$ cat src/gamePkg.sv
// Game state record and update codes
package gamePkg;

   localparam int INV_COLS = 8;                          // Invader and ship columns
   localparam int COL_BITS = $clog2(INV_COLS);
   localparam int ROW_BITS = 3;                          // Eight cell rows
   localparam int N_PEERS  = 3;                          // Ship, bullet, march

   localparam logic [ROW_BITS-1:0] SHIP_ROW     = 3'd7;  // Bottom row
   localparam logic [ROW_BITS-1:0] LAUNCH_ROW   = 3'd6;  // Just above ship
   localparam logic [ROW_BITS-1:0] INV_STOP_ROW = 3'd6;  // Lowest invader row

   //////////////////////////////////////////
   // Shared record
   //////////////////////////////////////////

   typedef struct packed {
      logic [COL_BITS-1:0] shipCol;
      logic [INV_COLS-1:0] invArray;   // Bit set while invader alive
      logic [ROW_BITS-1:0] invRow;
      logic [COL_BITS-1:0] bulletCol;
      logic [ROW_BITS-1:0] bulletRow;
      logic                bulletFlying;
   } gameState_t;

   localparam gameState_t GAME_RESET = '{
      shipCol: '0, invArray: '1, invRow: '0,
      bulletCol: '0, bulletRow: '0, bulletFlying: 1'b0
   };

   // Which part of the record an update targets
   typedef enum logic [1:0] {
      F_SHIP    = 2'd0,     // value[2:0] new column
      F_BULLET  = 2'd1,     // value[6] flying, [5:3] row, [2:0] column
      F_INVROW  = 2'd2,     // value[2:0] new row
      F_INVKILL = 2'd3      // value[2:0] column to clear
   } field_t;

   typedef struct packed {
      field_t     field;
      logic [8:0] value;
   } stateUpdate_t;

endpackage

$ cat src/vgaPkg.sv
// VGA screen types
package vgaPkg;

   localparam int POS_BITS = 10;               // Width of each screen axis

   //////////////////////////////////////////
   // Pixel position and colour
   //////////////////////////////////////////

   typedef struct packed {
      logic [POS_BITS-1:0] x;                   // Pixel within line
      logic [POS_BITS-1:0] y;                   // Line within frame
   } screenPos_t;

   // One bit per gun with red on top
   typedef logic [2:0] rgb_t;

   localparam rgb_t BLACK = 3'b000;
   localparam rgb_t RED   = 3'b100;
   localparam rgb_t GREEN = 3'b010;
   localparam rgb_t WHITE = 3'b111;

endpackage
$ cat src/spaceGameTop.sv
// Space invaders VGA top level
`timescale 1ns/1ps

module spaceGameTop import vgaPkg::*, gamePkg::*; #(
   parameter int H_ACTIVE        = 64,
   parameter int H_FRONT         = 4,
   parameter int H_SYNC          = 8,
   parameter int H_BACK          = 4,
   parameter int V_ACTIVE        = 64,
   parameter int V_FRONT         = 2,
   parameter int V_SYNC          = 2,
   parameter int V_BACK          = 2,
   parameter int CELL_SHIFT      = 3,
   parameter int DEBOUNCE_CYCLES = 4,
   parameter int MARCH_FRAMES    = 4
) (
   input  logic dclk,     // Pixel clock
   input  logic rstN,
   input  logic left,
   input  logic right,
   input  logic fire,
   output logic hsync,
   output logic vsync,
   output logic red,
   output logic green,
   output logic blue
);

   screenPos_t         pos;
   logic               active, hsyncRaw, vsyncRaw, frameStart;
   logic               leftPulse, rightPulse, firePulse;
   gameState_t         state;
   logic [N_PEERS-1:0] peerValid, peerReady;   // 0 ship, 1 bullet, 2 march
   stateUpdate_t       peerUpd [N_PEERS];
   rgb_t               rgb;

   vgaTiming #(
      .H_ACTIVE(H_ACTIVE), .H_FRONT(H_FRONT), .H_SYNC(H_SYNC), .H_BACK(H_BACK),
      .V_ACTIVE(V_ACTIVE), .V_FRONT(V_FRONT), .V_SYNC(V_SYNC), .V_BACK(V_BACK)
   ) timing (
      .dclk(dclk), .rstN(rstN), .pos(pos), .active(active),
      .hsync(hsyncRaw), .vsync(vsyncRaw), .frameStart(frameStart)
   );

   //////////////////////////////////////////
   // Buttons and game peers
   //////////////////////////////////////////

   buttonDebounce #(.DEBOUNCE_CYCLES(DEBOUNCE_CYCLES)) leftDebounce (
      .dclk(dclk), .rstN(rstN), .button(left), .pressed(leftPulse));
   buttonDebounce #(.DEBOUNCE_CYCLES(DEBOUNCE_CYCLES)) rightDebounce (
      .dclk(dclk), .rstN(rstN), .button(right), .pressed(rightPulse));
   buttonDebounce #(.DEBOUNCE_CYCLES(DEBOUNCE_CYCLES)) fireDebounce (
      .dclk(dclk), .rstN(rstN), .button(fire), .pressed(firePulse));

   shipControl ship (
      .dclk(dclk), .rstN(rstN), .left(leftPulse), .right(rightPulse), .state(state),
      .updValid(peerValid[0]), .upd(peerUpd[0]), .updReady(peerReady[0]));

   bulletControl bullet (
      .dclk(dclk), .rstN(rstN), .fire(firePulse), .frameStart(frameStart), .state(state),
      .updValid(peerValid[1]), .upd(peerUpd[1]), .updReady(peerReady[1]));

   invaderMarch #(.MARCH_FRAMES(MARCH_FRAMES)) march (
      .dclk(dclk), .rstN(rstN), .frameStart(frameStart), .state(state),
      .updValid(peerValid[2]), .upd(peerUpd[2]), .updReady(peerReady[2]));

   stateArbiter arbiter (
      .dclk(dclk), .rstN(rstN), .reqValid(peerValid), .req(peerUpd),
      .reqReady(peerReady), .state(state));

   pixelRender #(.CELL_SHIFT(CELL_SHIFT)) render (
      .dclk(dclk), .rstN(rstN), .pos(pos), .active(active),
      .hsyncIn(hsyncRaw), .vsyncIn(vsyncRaw), .state(state),
      .rgb(rgb), .hsync(hsync), .vsync(vsync));

   assign red   = rgb[2];
   assign green = rgb[1];
   assign blue  = rgb[0];

endmodule

$ cat src/pixelRender.sv
// Cell painter for the game screen
`timescale 1ns/1ps

module pixelRender import vgaPkg::*, gamePkg::*; #(
   parameter int CELL_SHIFT = 3
) (
   input  logic       dclk,
   input  logic       rstN,
   input  screenPos_t pos,
   input  logic       active,
   input  logic       hsyncIn,
   input  logic       vsyncIn,
   input  gameState_t state,
   output rgb_t       rgb,
   output logic       hsync,
   output logic       vsync
);

   logic [POS_BITS-1:0] cellX, cellY;     // Unclipped cell coordinates
   logic [COL_BITS-1:0] col;
   logic [ROW_BITS-1:0] row;
   logic                inGrid;
   rgb_t                colour;

   assign cellX  = pos.x >> CELL_SHIFT;
   assign cellY  = pos.y >> CELL_SHIFT;
   assign col    = cellX[COL_BITS-1:0];
   assign row    = cellY[ROW_BITS-1:0];
   assign inGrid = (cellX < POS_BITS'(INV_COLS)) && (cellY < POS_BITS'(1 << ROW_BITS));

   // Ship over bullet over invader
   always_comb begin
      colour = BLACK;
      if (active && inGrid) begin
         if (row == SHIP_ROW && col == state.shipCol) begin
            colour = GREEN;
         end else if (state.bulletFlying && row == state.bulletRow
                      && col == state.bulletCol) begin
            colour = WHITE;
         end else if (row == state.invRow && state.invArray[col]) begin
            colour = RED;
         end
      end
   end

   always_ff @(posedge dclk or negedge rstN) begin
      if (!rstN) begin
         rgb   <= BLACK;
         hsync <= 1'b1;
         vsync <= 1'b1;
      end else begin
         rgb   <= colour;
         hsync <= hsyncIn;   // Match the colour register
         vsync <= vsyncIn;
      end
   end

endmodule

$ cat src/stateArbiter.sv
// Round-robin owner of the game record
`timescale 1ns/1ps

module stateArbiter import gamePkg::*; (
   input  logic               dclk,
   input  logic               rstN,
   input  logic [N_PEERS-1:0] reqValid,
   input  stateUpdate_t       req [N_PEERS],
   output logic [N_PEERS-1:0] reqReady,
   output gameState_t         state
);

   localparam int PTR_BITS = (N_PEERS > 1) ? $clog2(N_PEERS) : 1;

   logic [PTR_BITS-1:0] lastWinner;   // Search starts just after this peer
   logic [PTR_BITS-1:0] winner;
   logic                grantAny;
   stateUpdate_t        win;

   //////////////////////////////////////////
   // Grant select
   //////////////////////////////////////////

   always_comb begin
      int idx;
      winner   = lastWinner;
      grantAny = 1'b0;
      reqReady = '0;
      for (int off = 1; off <= N_PEERS; off++) begin
         idx = int'(lastWinner) + off;
         if (idx >= N_PEERS) idx = idx - N_PEERS;    // Wrap around
         if (!grantAny && reqValid[idx]) begin
            grantAny = 1'b1;
            winner   = PTR_BITS'(idx);
         end
      end
      if (grantAny) reqReady[winner] = 1'b1;
   end

   assign win = req[winner];

   //////////////////////////////////////////
   // Record update
   //////////////////////////////////////////

   always_ff @(posedge dclk or negedge rstN) begin
      if (!rstN) begin
         lastWinner <= PTR_BITS'(N_PEERS - 1);       // Peer 0 first after reset
         state      <= GAME_RESET;
      end else if (grantAny) begin
         lastWinner <= winner;
         unique case (win.field)
            F_SHIP:    state.shipCol <= win.value[COL_BITS-1:0];
            F_BULLET: begin
               state.bulletFlying <= win.value[6];
               state.bulletRow    <= win.value[5:3];
               state.bulletCol    <= win.value[2:0];
            end
            F_INVROW:  state.invRow <= win.value[ROW_BITS-1:0];
            F_INVKILL: state.invArray[win.value[COL_BITS-1:0]] <= 1'b0;
         endcase
      end
   end

endmodule

$ cat src/invaderMarch.sv
// Invader row descent
`timescale 1ns/1ps

module invaderMarch import gamePkg::*; #(
   parameter int MARCH_FRAMES = 4
) (
   input  logic         dclk,
   input  logic         rstN,
   input  logic         frameStart,
   input  gameState_t   state,
   output logic         updValid,
   output stateUpdate_t upd,
   input  logic         updReady
);

   localparam int CNT_BITS = $clog2(MARCH_FRAMES + 1);

   logic [CNT_BITS-1:0] frameCnt;
   logic                stepDue;    // Descent owed but not yet requested

   always_ff @(posedge dclk or negedge rstN) begin
      if (!rstN) begin
         frameCnt <= '0;
         stepDue  <= 1'b0;
         updValid <= 1'b0;
         upd      <= '0;
      end else begin
         if (updValid) begin
            if (updReady) updValid <= 1'b0;
         end else if (stepDue) begin
            stepDue <= 1'b0;
            if (state.invRow < INV_STOP_ROW) begin   // Halt at the bottom
               updValid <= 1'b1;
               upd      <= {F_INVROW, 6'd0, state.invRow + 3'd1};
            end
         end
         if (frameStart) begin
            if (frameCnt == CNT_BITS'(MARCH_FRAMES - 1)) begin
               frameCnt <= '0;
               stepDue  <= 1'b1;       // Pending step just stays owed
            end else begin
               frameCnt <= frameCnt + 1'b1;
            end
         end
      end
   end

endmodule

$ cat src/bulletControl.sv
// Bullet launch, climb and hit sequencing
`timescale 1ns/1ps

module bulletControl import gamePkg::*; (
   input  logic         dclk,
   input  logic         rstN,
   input  logic         fire,         // Debounced pulse
   input  logic         frameStart,
   input  gameState_t   state,
   output logic         updValid,
   output stateUpdate_t upd,
   input  logic         updReady
);

   typedef enum logic [2:0] {IDLE, LAUNCH, CLIMB, KILL, STOP} bulletFsm_t;

   bulletFsm_t          fsm;
   logic [ROW_BITS-1:0] nextRow;
   logic                hitNext;

   assign nextRow = state.bulletRow - 1'b1;
   assign hitNext = (nextRow == state.invRow) && state.invArray[state.bulletCol];

   always_ff @(posedge dclk or negedge rstN) begin
      if (!rstN) begin
         fsm      <= IDLE;
         updValid <= 1'b0;
         upd      <= '0;
      end else begin
         unique case (fsm)
            IDLE: if (fire && !state.bulletFlying) begin
               updValid <= 1'b1;
               upd      <= {F_BULLET, 2'b00, 1'b1, LAUNCH_ROW, state.shipCol};
               fsm      <= LAUNCH;
            end
            LAUNCH: if (updReady) begin
               updValid <= 1'b0;
               fsm      <= CLIMB;
            end
            CLIMB: if (updValid) begin
               if (updReady) updValid <= 1'b0;      // Step taken
            end else if (frameStart) begin         // One row per frame
               updValid <= 1'b1;
               if (state.bulletRow == '0) begin    // Off the top
                  upd <= {F_BULLET, 9'd0};
                  fsm <= STOP;
               end else if (hitNext) begin
                  upd <= {F_INVKILL, 6'd0, state.bulletCol};
                  fsm <= KILL;
               end else begin
                  upd <= {F_BULLET, 2'b00, 1'b1, nextRow, state.bulletCol};
               end
            end
            KILL: if (updReady) begin
               upd <= {F_BULLET, 9'd0};            // Invader gone so drop the bullet next
               fsm <= STOP;
            end
            STOP: if (updReady) begin
               updValid <= 1'b0;
               fsm      <= IDLE;
            end
            default: fsm <= IDLE;
         endcase
      end
   end

endmodule

$ cat src/shipControl.sv
// Ship movement requests
`timescale 1ns/1ps

module shipControl import gamePkg::*; (
   input  logic         dclk,
   input  logic         rstN,
   input  logic         left,      // Debounced pulse
   input  logic         right,     // Debounced pulse
   input  gameState_t   state,
   output logic         updValid,
   output stateUpdate_t upd,
   input  logic         updReady
);

   localparam logic [COL_BITS-1:0] COL_MAX = COL_BITS'(INV_COLS - 1);

   logic [COL_BITS-1:0] target;    // Saturated neighbour column

   always_comb begin
      target = state.shipCol;
      if (left && state.shipCol != '0) begin
         target = state.shipCol - 1'b1;
      end else if (right && state.shipCol != COL_MAX) begin
         target = state.shipCol + 1'b1;
      end
   end

   always_ff @(posedge dclk or negedge rstN) begin
      if (!rstN) begin
         updValid <= 1'b0;
         upd      <= '0;
      end else if (updValid) begin
         if (updReady) updValid <= 1'b0;             // Record takes the move on this edge
      end else if (target != state.shipCol) begin    // Press at an edge is ignored
         updValid <= 1'b1;
         upd      <= {F_SHIP, 6'd0, target};
      end
   end

endmodule

$ cat src/buttonDebounce.sv
// Button debouncer with press pulse
`timescale 1ns/1ps

module buttonDebounce #(
   parameter int DEBOUNCE_CYCLES = 4
) (
   input  logic dclk,
   input  logic rstN,
   input  logic button,
   output logic pressed    // One cycle per accepted rise
);

   localparam int CNT_BITS = $clog2(DEBOUNCE_CYCLES + 1);

   logic [1:0]          syncQ;      // Two-flop synchroniser
   logic                stable;     // Accepted level
   logic [CNT_BITS-1:0] holdCnt;    // Cycles the new level has held

   always_ff @(posedge dclk or negedge rstN) begin
      if (!rstN) begin
         syncQ   <= '0;
         stable  <= 1'b0;
         holdCnt <= '0;
         pressed <= 1'b0;
      end else begin
         syncQ   <= {syncQ[0], button};
         pressed <= 1'b0;
         if (syncQ[1] == stable) begin
            holdCnt <= '0;                           // Bounce back restarts the count
         end else if (holdCnt == CNT_BITS'(DEBOUNCE_CYCLES - 1)) begin
            stable  <= syncQ[1];                     // Level held long enough
            holdCnt <= '0;
            pressed <= syncQ[1];                     // Pulse on rise only
         end else begin
            holdCnt <= holdCnt + 1'b1;
         end
      end
   end

endmodule

$ cat src/vgaTiming.sv
// VGA sync generator
`timescale 1ns/1ps

module vgaTiming import vgaPkg::*; #(
   parameter int H_ACTIVE = 640,
   parameter int H_FRONT  = 16,
   parameter int H_SYNC   = 96,
   parameter int H_BACK   = 48,
   parameter int V_ACTIVE = 480,
   parameter int V_FRONT  = 10,
   parameter int V_SYNC   = 2,
   parameter int V_BACK   = 33
) (
   input  logic       dclk,
   input  logic       rstN,
   output screenPos_t pos,
   output logic       active,
   output logic       hsync,      // Active low
   output logic       vsync,      // Active low
   output logic       frameStart  // Pixel 0 of line 0
);

   // Region boundaries in the order active, front, sync, back
   localparam logic [POS_BITS-1:0] H_SYNC_BEG = POS_BITS'(H_ACTIVE + H_FRONT);
   localparam logic [POS_BITS-1:0] H_SYNC_END = POS_BITS'(H_ACTIVE + H_FRONT + H_SYNC);
   localparam logic [POS_BITS-1:0] H_LAST     = POS_BITS'(H_ACTIVE + H_FRONT + H_SYNC + H_BACK - 1);
   localparam logic [POS_BITS-1:0] V_SYNC_BEG = POS_BITS'(V_ACTIVE + V_FRONT);
   localparam logic [POS_BITS-1:0] V_SYNC_END = POS_BITS'(V_ACTIVE + V_FRONT + V_SYNC);
   localparam logic [POS_BITS-1:0] V_LAST     = POS_BITS'(V_ACTIVE + V_FRONT + V_SYNC + V_BACK - 1);

   logic [POS_BITS-1:0] hCount;   // Pixel counter
   logic [POS_BITS-1:0] vCount;   // Line counter

   always_ff @(posedge dclk or negedge rstN) begin
      if (!rstN) begin
         hCount <= '0;
         vCount <= '0;
      end else if (hCount == H_LAST) begin
         hCount <= '0;
         vCount <= (vCount == V_LAST) ? '0 : vCount + 1'b1;   // Wrap at frame end
      end else begin
         hCount <= hCount + 1'b1;
      end
   end

   //////////////////////////////////////////
   // Registered outputs kept aligned
   //////////////////////////////////////////

   always_ff @(posedge dclk or negedge rstN) begin
      if (!rstN) begin
         pos        <= '0;
         active     <= 1'b0;
         hsync      <= 1'b1;     // Idle high
         vsync      <= 1'b1;
         frameStart <= 1'b0;
      end else begin
         pos.x      <= hCount;
         pos.y      <= vCount;
         active     <= (hCount < POS_BITS'(H_ACTIVE)) && (vCount < POS_BITS'(V_ACTIVE));
         hsync      <= !((hCount >= H_SYNC_BEG) && (hCount < H_SYNC_END));
         vsync      <= !((vCount >= V_SYNC_BEG) && (vCount < V_SYNC_END));
         frameStart <= (hCount == '0) && (vCount == '0);
      end
   end

endmodule

$ cat config.mk
export PLATFORM = sky130hd
export DESIGN_NAME = spaceGameTop
export DESIGN_NICKNAME = d
export VERILOG_FILES = /design/src/gamePkg.sv /design/src/vgaPkg.sv /design/src/spaceGameTop.sv /design/src/pixelRender.sv /design/src/stateArbiter.sv /design/src/invaderMarch.sv /design/src/bulletControl.sv /design/src/shipControl.sv /design/src/buttonDebounce.sv /design/src/vgaTiming.sv
export SDC_FILE = /design/constraint.sdc
export NUM_CORES = 1
export LEC_CHECK = 0
export BUFFER_PORTS_ARGS = -buffer_cell sky130_fd_sc_hd__buf_2
export CORE_MARGIN = 8
export CORE_UTILIZATION = 35
export DETAILED_ROUTE_END_ITERATION = 16
export GPL_TIMING_DRIVEN = 0
export PLACE_DENSITY_LB_ADDON = 0.08
export REMOVE_ABC_BUFFERS = 1
export SYNTH_ARGS = -nofsm -noshare
export SYNTH_HDL_FRONTEND = slang
export SYNTH_HIERARCHICAL = 1
export SYNTH_SLANG_ARGS = --single-unit
$ cat constraint.sdc
create_clock -name dclk -period 7.5 [get_ports dclk]
set_input_delay 0.375 -clock dclk [delete_from_list [all_inputs] [get_ports dclk]]
set_output_delay 0.375 -clock dclk [all_outputs]
set_load 0.01 [all_outputs]
==> impl_metrics.ini, run 1 <==
[outcome]
outcome = finished, final reports clean

[sta]
max-slew-margin-rel_pct = 45.2
drv_slew = 0
fin_setup_tns_ns = 0
final_critical_path_setup_slack_ns = 3.77
worst_clock_skew_ns = 0.0106
fmax_mhz = 268
rsz0062_at_grt = false
worst-slew-pin-transition_ns = 0.817
hold_viol = 0
post-route-min-period_ns = 3.73
setup_viol = 0
final.period_utilization_pct = 49.7

[routing]
per_cell_via_count_in_the_routed_design = 5.04
number_of_detailed_routing_iterations_run_before_antenna_repair = 4
drt-total-wl_mm = 11.9
number_of_vias_in_the_routed_layout = 3802
routed_wire_length_per_instance_um = 15.8
number_of_violations_reported_at_the_end_of_detailed_routing_iteration_0 = 178
drc = 0
ant_nets = 0

[clocking]
cts_num_sinks = 113
cts-buffers-inserted = 17
clockBufferDepth = 2
cts_tree = done
clk_root_buffer_cell = clkbuf_16
clock_latency_at_the_later_pin_of_the_worst_skew_pair_ns = 0.42
cts.repair_timing.setup_buffer_count = 0
htree_levels = 4
clock_pin_slew_on_the_worst_setup_and_hold_paths_ns = 0.06

[grt]
grt_usage_pct = 12.1
first_global_vias = 3914
global_route_wire_length_before_repair_mm = 20.4
globalRoute.totalOverflow = 0
grt_antenna_before_repair = 0
pin_count_of_the_biggest_net_entering_global_routing = 75

[logic_synthesis]
synthesis.yosys.warnings = 6
syn-instance-count = 505
mappedNetlistArea_mm2 = 0.00586
syn-mean-instance-area_um2 = 11.6

[layout]
final_layout_size_suffix_gt1_share_pct = 20.0
finalCoreUtilization_pct = 40.7
nNetsFinal = 547
num_antenna_cells = 0
area_delta_synth_final_pct = 14.4
num-fill-cells = 1602
instances_no_fill = 755

[setup_path]
r2r_setup_slack_ns = 3.77
crit_type = reg2reg
critPathMaxFanout = 14
endpoint_kind = register
startpoint_type = register
cp.required_ns = 7.79
signal_arrival_time_at_the_worst_endpoint_ns = 4.02

[floorplan]
rows = 47
ioPinCount = 10
die_height_um = 145
die_span_in_x_um = 145
core_mm2 = 0.0165
initial_core_util_pct = 35.6
die-area_mm2 = 0.0211

[pwr]
combPwrFrac_pct = 30.1
leakagePower_nw = 2.92
switching_power_w = 0.000833
p_clk_share_pct = 34.6
net_switching_fraction_of_the_power_pct = 34.5
pwr_density_cell_mw_per_mm2 = 361
seqPwrFrac_pct = 35.3
cellInternalPower_w = 0.00158
irDropWorstVdd_v = 0.000196

[placed_design]
detailed_place_hpwl_mm = 8.52
gp_congestion = 0.747
place_ws_ns = 3.74
dp_cells = 722
number_of_port_buffers = 9

[run]
cap_violations = 0

[hold_path]
hold_path.class = in2reg
-- worst max-delay path, stage by stage, from the launching register on --
cell      delay, ns
dfstp_2        0.55
inv_1          0.09
ha_1           0.58
or3b_1         0.22
o31ai_2        0.12
o31ai_4        0.72
mux2i_1        0.26
o211ai_1       0.12
nor2b_1        0.57
mux2_1         0.38
-- per-layer routing --
metal / global-route usage (%) / wire length [µm] / share of wire, %
met2: 19.3 / 5700 / 48
met3: 3.30 / 348 / 2.9
met4: 6.04 / 240 / 2.0
met1: 14.9 / 5610 / 47
met5: 0 / 0 / 0
-- cell usage in the layout (no fill, tap or decap), drive strengths merged, types with 14 or more instances in the layout --
master	n
clkbuf	19
dfrtp	100
ha	20
inv	28
mux2	24
mux2i	18
nand2	23
nand2b	14
nand3	22
nor2	21
o21ai	31
xnor2	17
-- layout make-up --
class / count / area [µm²] / area share [%]
clock buffers: 19 / 443 / 6.61
clock inverters: 13 / 175 / 2.62
inverters: 23 / 86.3 / 1.29
multi-input cells: 356 / 2790 / 41.6
flip-flops and latches: 113 / 2840 / 42.5
well taps: 220 / 275 / 4.11
repair buffers: 11 / 88.8 / 1.33
-- metrics by stage --
step                cell area, µm²  hold slack, ns  power [W]
floorplan                     5720          0.0794    0.00139
global placement              6040           0.333    0.00159
detailed placement            6070           0.313    0.00160
CTS                           6700          0.0349    0.00245
global route                  6700          0.0399    0.00257
finish                        6700          0.0603    0.00242
-- path summary, 6_finish.rpt --
| check | from | end | cells past startpoint |
|---|---|---|---|
| min in group asynchronous | rstN | ship/upd[1]$_DFFE_PN0P_ | 2 |
| max in group asynchronous | rstN | arbiter/lastWinner[1]$_DFFE_PN1P_ | 3 |
| worst max register to register | arbiter/lastWinner[1]$_DFFE_PN1P_ | arbiter/state[1]$_DFFE_PN0P_ | 9 |
| worst min-delay path | left | leftDebounce/syncQ[0]$_DFF_PN0_ | 1 |
| worst min register to register | rightDebounce/syncQ[0]$_DFF_PN0_ | rightDebounce/syncQ[1]$_DFF_PN0_ | 0 |
| worst max-delay path | arbiter/lastWinner[1]$_DFFE_PN1P_ | arbiter/state[1]$_DFFE_PN0P_ | 9 |
-- state kept, by name, summed over array words and instances, names as in the netlist, 3 cells and up --
signal and flops:
render/rgb 3, ship/upd 3, timing/vCount 10, bullet/fsm 3, arbiter/state 21, leftDebounce/holdCnt 3, bullet/upd 9, timing/hCount 10
march/upd 4, timing/pos 14, rightDebounce/holdCnt 3, fireDebounce/holdCnt 3, march/frameCnt 3
-- repair_timing --
item / 4_1_cts / 5_1_grt
resized for setup: 0 / 0
endpoints found under the hold margin: 37 / 0
hold buffers: 1 / 0
-- power by group through the flow --
stage,sequential [W],clock [W],combinational (W)
6_report,0.000853,0.000837,0.000727
5_1_grt,0.000873,0.000887,0.000813
4_1_cts,0.000856,0.000861,0.000737
3_5_place_dp,0.000865,0,0.000733
3_3_place_gp,0.000864,0,0.000723
2_1_floorplan,0.000813,0,0.000575
No activity file was read; power rests on OpenSTA's default activity.
==> run 2, diff against run 1 <==
==> constraint.sdc (replaced) <==
create_clock -name dclk -period 3.6 [get_ports dclk]
set_input_delay 0.18 -clock dclk [delete_from_list [all_inputs] [get_ports dclk]]
set_output_delay 0.18 -clock dclk [all_outputs]
set_load 0.01 [all_outputs]
==> run 2 against run 1 <==
  * Register-to-register slack lost 3.5 ns
  * Power increased by 110%
  * Critical endpoint is now bullet/upd[0]$_DFFE_PN0P_
  * Clock skew down 0.0015 ns
==> impl_metrics.ini, run 2 (synthesized netlist as in run 1, its figures left out) <==
[routing]
number_of_detailed_routing_iterations_run_before_antenna_repair = 4
routed_wire_length_per_instance_um = 15.7
drc = 0
drt-total-wl_mm = 12.0
ant_nets = 0
number_of_vias_in_the_routed_layout = 3802
number_of_violations_reported_at_the_end_of_detailed_routing_iteration_0 = 143
per_cell_via_count_in_the_routed_design = 5.00

[layout]
area_delta_synth_final_pct = 15.9
largest_reg_flops = 21
nNetsFinal = 553
mostFrequentLayoutCell = dfrtp_1
ff_latch_area_mm2 = 0.00284
final_layout_size_suffix_gt1_share_pct = 20.7
final_area_mm2 = 0.00679
num-fill-cells = 1598
reg_top3 = arbiter/state x21, timing/pos x14
num_antenna_cells = 0
final_cell_mix = dfrtp_1 (100), o21ai_0 (26), inv_1 (22), nand2_1 (22), nand3_1 (21)
largest_register = arbiter/state
area_used_by_multi_input_combinational_logic_mm2 = 0.00281
finalCoreUtilization_pct = 41.2

[pwr]
pwr_density_cell_mw_per_mm2 = 759
irDropWorstVdd_v = 0.000409
leakagePower_nw = 2.95

[sta]
hold_viol = 0
max-slew-margin-rel_pct = 60.5
worst-slew-pin-transition_ns = 0.587
finalHoldWorstSlack_ns = 0.263
post-route-min-period_ns = 3.31
rsz0062_at_grt = false
fmax_mhz = 302
fin_setup_tns_ns = 0
final.period_utilization_pct = 92.1
final_critical_path_setup_slack_ns = 0.286
setup_viol = 0
drv_slew = 0
worst_clock_skew_ns = 0.00907

[placed_design]
detailed_place_hpwl_mm = 8.52
post_dp_cell_area_mm2 = 0.00607
number_of_port_buffers = 9
place_ws_ns = -0.164
gp_congestion = 0.747

[setup_path]
crit_type = reg2reg
cp_slowest_stage_delay_ns = 0.55
critPathMaxFanout = 14
signal_arrival_time_at_the_worst_endpoint_ns = 3.61
cp.required_ns = 3.89
worstPathCellList = inv_1 > ha_2 > mux2i_4 > o21ai_2 > nor2_2 > nand2_1 > nor2_1 > nand2_1 > o211ai_2 > nand2b_1 > a221o_1
startpoint_type = register
crit_top_cell = nand2_1
r2r_setup_slack_ns = 0.29
endpoint_kind = register
critPathSlowestCell = dfstp_2
crit_family = simple AND/OR/NAND/NOR gates
critPathBufInv = 1

[grt]
global_route_wire_length_before_repair_mm = 20.4
first_global_vias = 3924
grt_usage_pct = 12.1
globalRoute.totalOverflow = 0
grt_antenna_before_repair = 0
pin_count_of_the_biggest_net_entering_global_routing = 75

[floorplan]
core_mm2 = 0.0165
die_span_in_x_um = 145
ioPinCount = 10
die-area_mm2 = 0.0211
die_height_um = 145
rows = 47
initial_core_util_pct = 35.6

[run]
cap_violations = 0

[clocking]
cts_num_sinks = 113
cts_tree = done
clock_latency_at_the_later_pin_of_the_worst_skew_pair_ns = 0.42
clockBufferDepth = 2
clk_root_buffer_cell = clkbuf_16
clock_pin_slew_on_the_worst_setup_and_hold_paths_ns = 0.06
cts-buffers-inserted = 17
htree_levels = 4

[hold_path]
hold_path.class = in2async

[outcome]
outcome = finished, final reports clean
-- run 2: cell count changes in the layout (fill, tap and decap cells not counted), sizes merged --
cell	change
dlygate4sd3	+3
buf	+3
-- run 2: routing by layer --
layer  vias up  share of wire (%)  track usage [%]
li1       1863                  -                -
met1      1868                 47             15.0
met2        50                 48             19.3
met3        21                3.0             3.30
met4         0                2.1             6.04
met5         -                  0                0
-- run 2: final cells by class --
class / instances / area share (%)
Clock buffer: 19 / 6.53
Clock inverter: 13 / 2.58
Inverter: 23 / 1.27
Multi-Input combinational cell: 356 / 41.4
Sequential cell: 113 / 41.9
Tap cell: 220 / 4.06
Timing Repair Buffer: 17 / 2.27
-- run 2: worst paths after layout --
path,startpoint,to,cells after the start
max,arbiter/lastWinner[1]$_DFFE_PN1P_,bullet/upd[0]$_DFFE_PN0P_,11
min,rstN,ship/upd[1]$_DFFE_PN0P_,2
max reg2reg,arbiter/lastWinner[1]$_DFFE_PN1P_,bullet/upd[0]$_DFFE_PN0P_,11
min reg2reg,rightDebounce/syncQ[0]$_DFF_PN0_,rightDebounce/syncQ[1]$_DFF_PN0_,0
max in group asynchronous,rstN,arbiter/lastWinner[1]$_DFFE_PN1P_,3
min in group dclk,rightDebounce/syncQ[0]$_DFF_PN0_,rightDebounce/syncQ[1]$_DFF_PN0_,0
-- run 2: timing repair --
item	in CTS	in global routing
endpoints found under the setup margin	7	30
hold buffers	4	0
hold endpoints to repair	42	0
gates resized for setup	1	3
buffers inserted	0	3
pin swaps	1	1
-- run 2: report_power, final --
part	internal, W	leakage [nW]	total (W)	switching (W)
logic	0.000776	1.23	0.00162	0.000846
clock network	0.00112	0.296	0.00175	0.000629
registers	0.00148	1.43	0.00178	0.000294
-- run 2: per-stage QoR --
step           total power (W)  cells
2_1_floorplan          0.00289    492
3_3_place_gp           0.00330    721
3_5_place_dp           0.00333    722
4_1_cts                0.00512    758
5_1_grt                0.00547    761
6_report               0.00515    761
==> run 3, diff against run 2 <==
--- a/config.mk
+++ b/config.mk
@@ -6,7 +6,6 @@
 export NUM_CORES = 1
 export LEC_CHECK = 0
 export BUFFER_PORTS_ARGS = -buffer_cell sky130_fd_sc_hd__buf_2
-export CORE_MARGIN = 8
 export CORE_UTILIZATION = 35
 export DETAILED_ROUTE_END_ITERATION = 16
 export GPL_TIMING_DRIVEN = 0
==> run 3 against run 2 <==
  * Wire length fell by 0.24%
  * Largest cell class unchanged
  * Worst hold slack got worse by 0.079 ns
  * Clock skew shrank 0.0026 ns
  * Critical path depth is the same
  * Highest routed layer unchanged
  * Sequential cell count unchanged
==> impl_metrics.ini, run 3 (synthesized netlist as in run 1, its figures left out) <==
[outcome]
outcome = finished, final reports clean

[layout]
num_antenna_cells = 0
reg_top3 = arbiter/state x21, timing/pos x14
instances_no_fill = 758
final_cell_mix = dfrtp_1 (100), o21ai_0 (26), inv_1 (22), nand2_1 (22), nand3_1 (21)
area_delta_synth_final_pct = 15.6
largest_reg_flops = 21
final_area_mm2 = 0.00677
final_layout_size_suffix_gt1_share_pct = 20.8
largest_register = arbiter/state
mostFrequentLayoutCell = dfrtp_1
nNetsFinal = 554
finalCoreUtilization_pct = 42.0

[clocking]
htree_levels = 4
cts_num_sinks = 113
clock_pin_slew_on_the_worst_setup_and_hold_paths_ns = 0.06
clockBufferDepth = 2
clock_latency_at_the_later_pin_of_the_worst_skew_pair_ns = 0.42
cts_tree = done
clk_root_buffer_cell = clkbuf_16
cts-buffers-inserted = 17

[sta]
final.period_utilization_pct = 93.4
drv_slew = 0
fmax_mhz = 298
rsz0062_at_grt = false
worst_clock_skew_ns = 0.00643
post-route-min-period_ns = 3.36
setup_viol = 0
max-slew-margin-rel_pct = 60.4
hold_viol = 0
worst-slew-pin-transition_ns = 0.589

[placed_design]
number_of_port_buffers = 9
gp_congestion = 0.793
dp_cells = 718
detailed_place_hpwl_mm = 8.47
post_dp_cell_area_mm2 = 0.00606

[grt]
pin_count_of_the_biggest_net_entering_global_routing = 91
grt_usage_pct = 15.1
globalRoute.totalOverflow = 0
first_global_vias = 3901
grt_antenna_before_repair = 0
global_route_wire_length_before_repair_mm = 20.0

[pwr]
pwr_density_cell_mw_per_mm2 = 758
leakagePower_nw = 2.95
irDropWorstVdd_v = 0.000415

[setup_path]
signal_arrival_time_at_the_worst_endpoint_ns = 3.66
crit_type = reg2reg
critPathMaxFanout = 14
cp.required_ns = 3.90
startpoint_type = register
endpoint_kind = register

[floorplan]
core_mm2 = 0.0161
ioPinCount = 10
rows = 46
die_span_in_x_um = 131
die-area_mm2 = 0.0173
die_height_um = 131
initial_core_util_pct = 36.3

[routing]
routed_wire_length_per_instance_um = 15.8
ant_nets = 0
drt-total-wl_mm = 12.0
drc = 0
number_of_violations_reported_at_the_end_of_detailed_routing_iteration_0 = 169
number_of_vias_in_the_routed_layout = 3783
per_cell_via_count_in_the_routed_design = 4.99
number_of_detailed_routing_iterations_run_before_antenna_repair = 4

[hold_path]
hold_path.class = in2async

[run]
cap_violations = 0
## run 3: cell count changes in the layout (fill, tap and decap cells not counted)
cell,delta
inv_6,-1
buf_12,-1
clkinv_4,+1
clkinv_2,+1
nor2b_2,-1
clkbuf_8,-1
nor2b_4,+1
buf_4,+2
## run 3: power breakdown
part	internal, W	leakage (nW)	total (W)	switching, W
Clock	0.00110	0.292	0.00173	0.000633
Combinational	0.000767	1.24	0.00161	0.000843
Sequential	0.00148	1.43	0.00179	0.000311
## run 3: area by class of cell
cell class	count	area, µm²
clock buffer	18	429
timing repair buffer	18	149
sequential	113	2840
tap	216	270
clock inverter	14	180
fill	1581	9340
multi-input combinational	356	2810
inverter	23	86.3
## run 3: layer usage
| layer | share of wire (%) | global-route usage (%) | routed length [µm] |
|---|---|---|---|
| met5 | 0 | 0 | 0 |
| met4 | 2.4 | 7.75 | 289 |
| met3 | 2.5 | 3.94 | 299 |
| met2 | 48 | 24.1 | 5710 |
| met1 | 47 | 18.7 | 5650 |
## run 3: repair_timing
action,4_1_cts,5_1_grt
buffers inserted,4,0
hold buffers,4,0
endpoints found under the hold margin,26,0
endpoints found under the setup margin,10,16
gates resized for setup,1,4
pin swaps,1,0
## run 3: path summary, 6_finish.rpt
| path | startpoint | endpoint | slack (ns) | cells past startpoint |
|---|---|---|---|---|
| max | arbiter/lastWinner[1]$_DFFE_PN1P_ | bullet/upd[0]$_DFFE_PN0P_ | 0.24 | 11 |
| min in group dclk | rightDebounce/syncQ[0]$_DFF_PN0_ | rightDebounce/syncQ[1]$_DFF_PN0_ | 0.35 | 0 |
| min | rstN | march/updValid$_DFF_PN0_ | 0.18 | 2 |
| max in group asynchronous | rstN | render/hsync$_DFF_PN1_ | 2.68 | 3 |
| min reg2reg | rightDebounce/syncQ[0]$_DFF_PN0_ | rightDebounce/syncQ[1]$_DFF_PN0_ | 0.35 | 0 |
| max reg2reg | arbiter/lastWinner[1]$_DFFE_PN1P_ | bullet/upd[0]$_DFFE_PN0P_ | 0.24 | 11 |
## run 3: critical path, cell delays in order (launching register included)
cell and delay (ns):
dfstp_2 0.55, inv_1 0.10, ha_2 0.52, mux2i_4 0.35, o21ai_2 0.15, nor2_2 0.20
nand2_1 0.12, nor2_1 0.28, nand2_1 0.16, o211ai_2 0.21, nand2b_1 0.21, a221o_1 0.38
## run 3: metrics by stage
| stage | hold slack, ns | TNS (ns) | total power [W] | setup slack, ns |
|---|---|---|---|---|
| 2_1_floorplan | -0.116 | 0 | 0.00289 | 0.365 |
| 3_3_place_gp | 0.288 | -1.77 | 0.00331 | -0.264 |
| 3_5_place_dp | 0.0605 | -2.40 | 0.00335 | -0.326 |
| 4_1_cts | 0.180 | 0 | 0.00518 | 0.0818 |
| 5_1_grt | 0.203 | 0 | 0.00546 | 0.0257 |
| 6_report | 0.185 | 0 | 0.00513 | 0.239 |
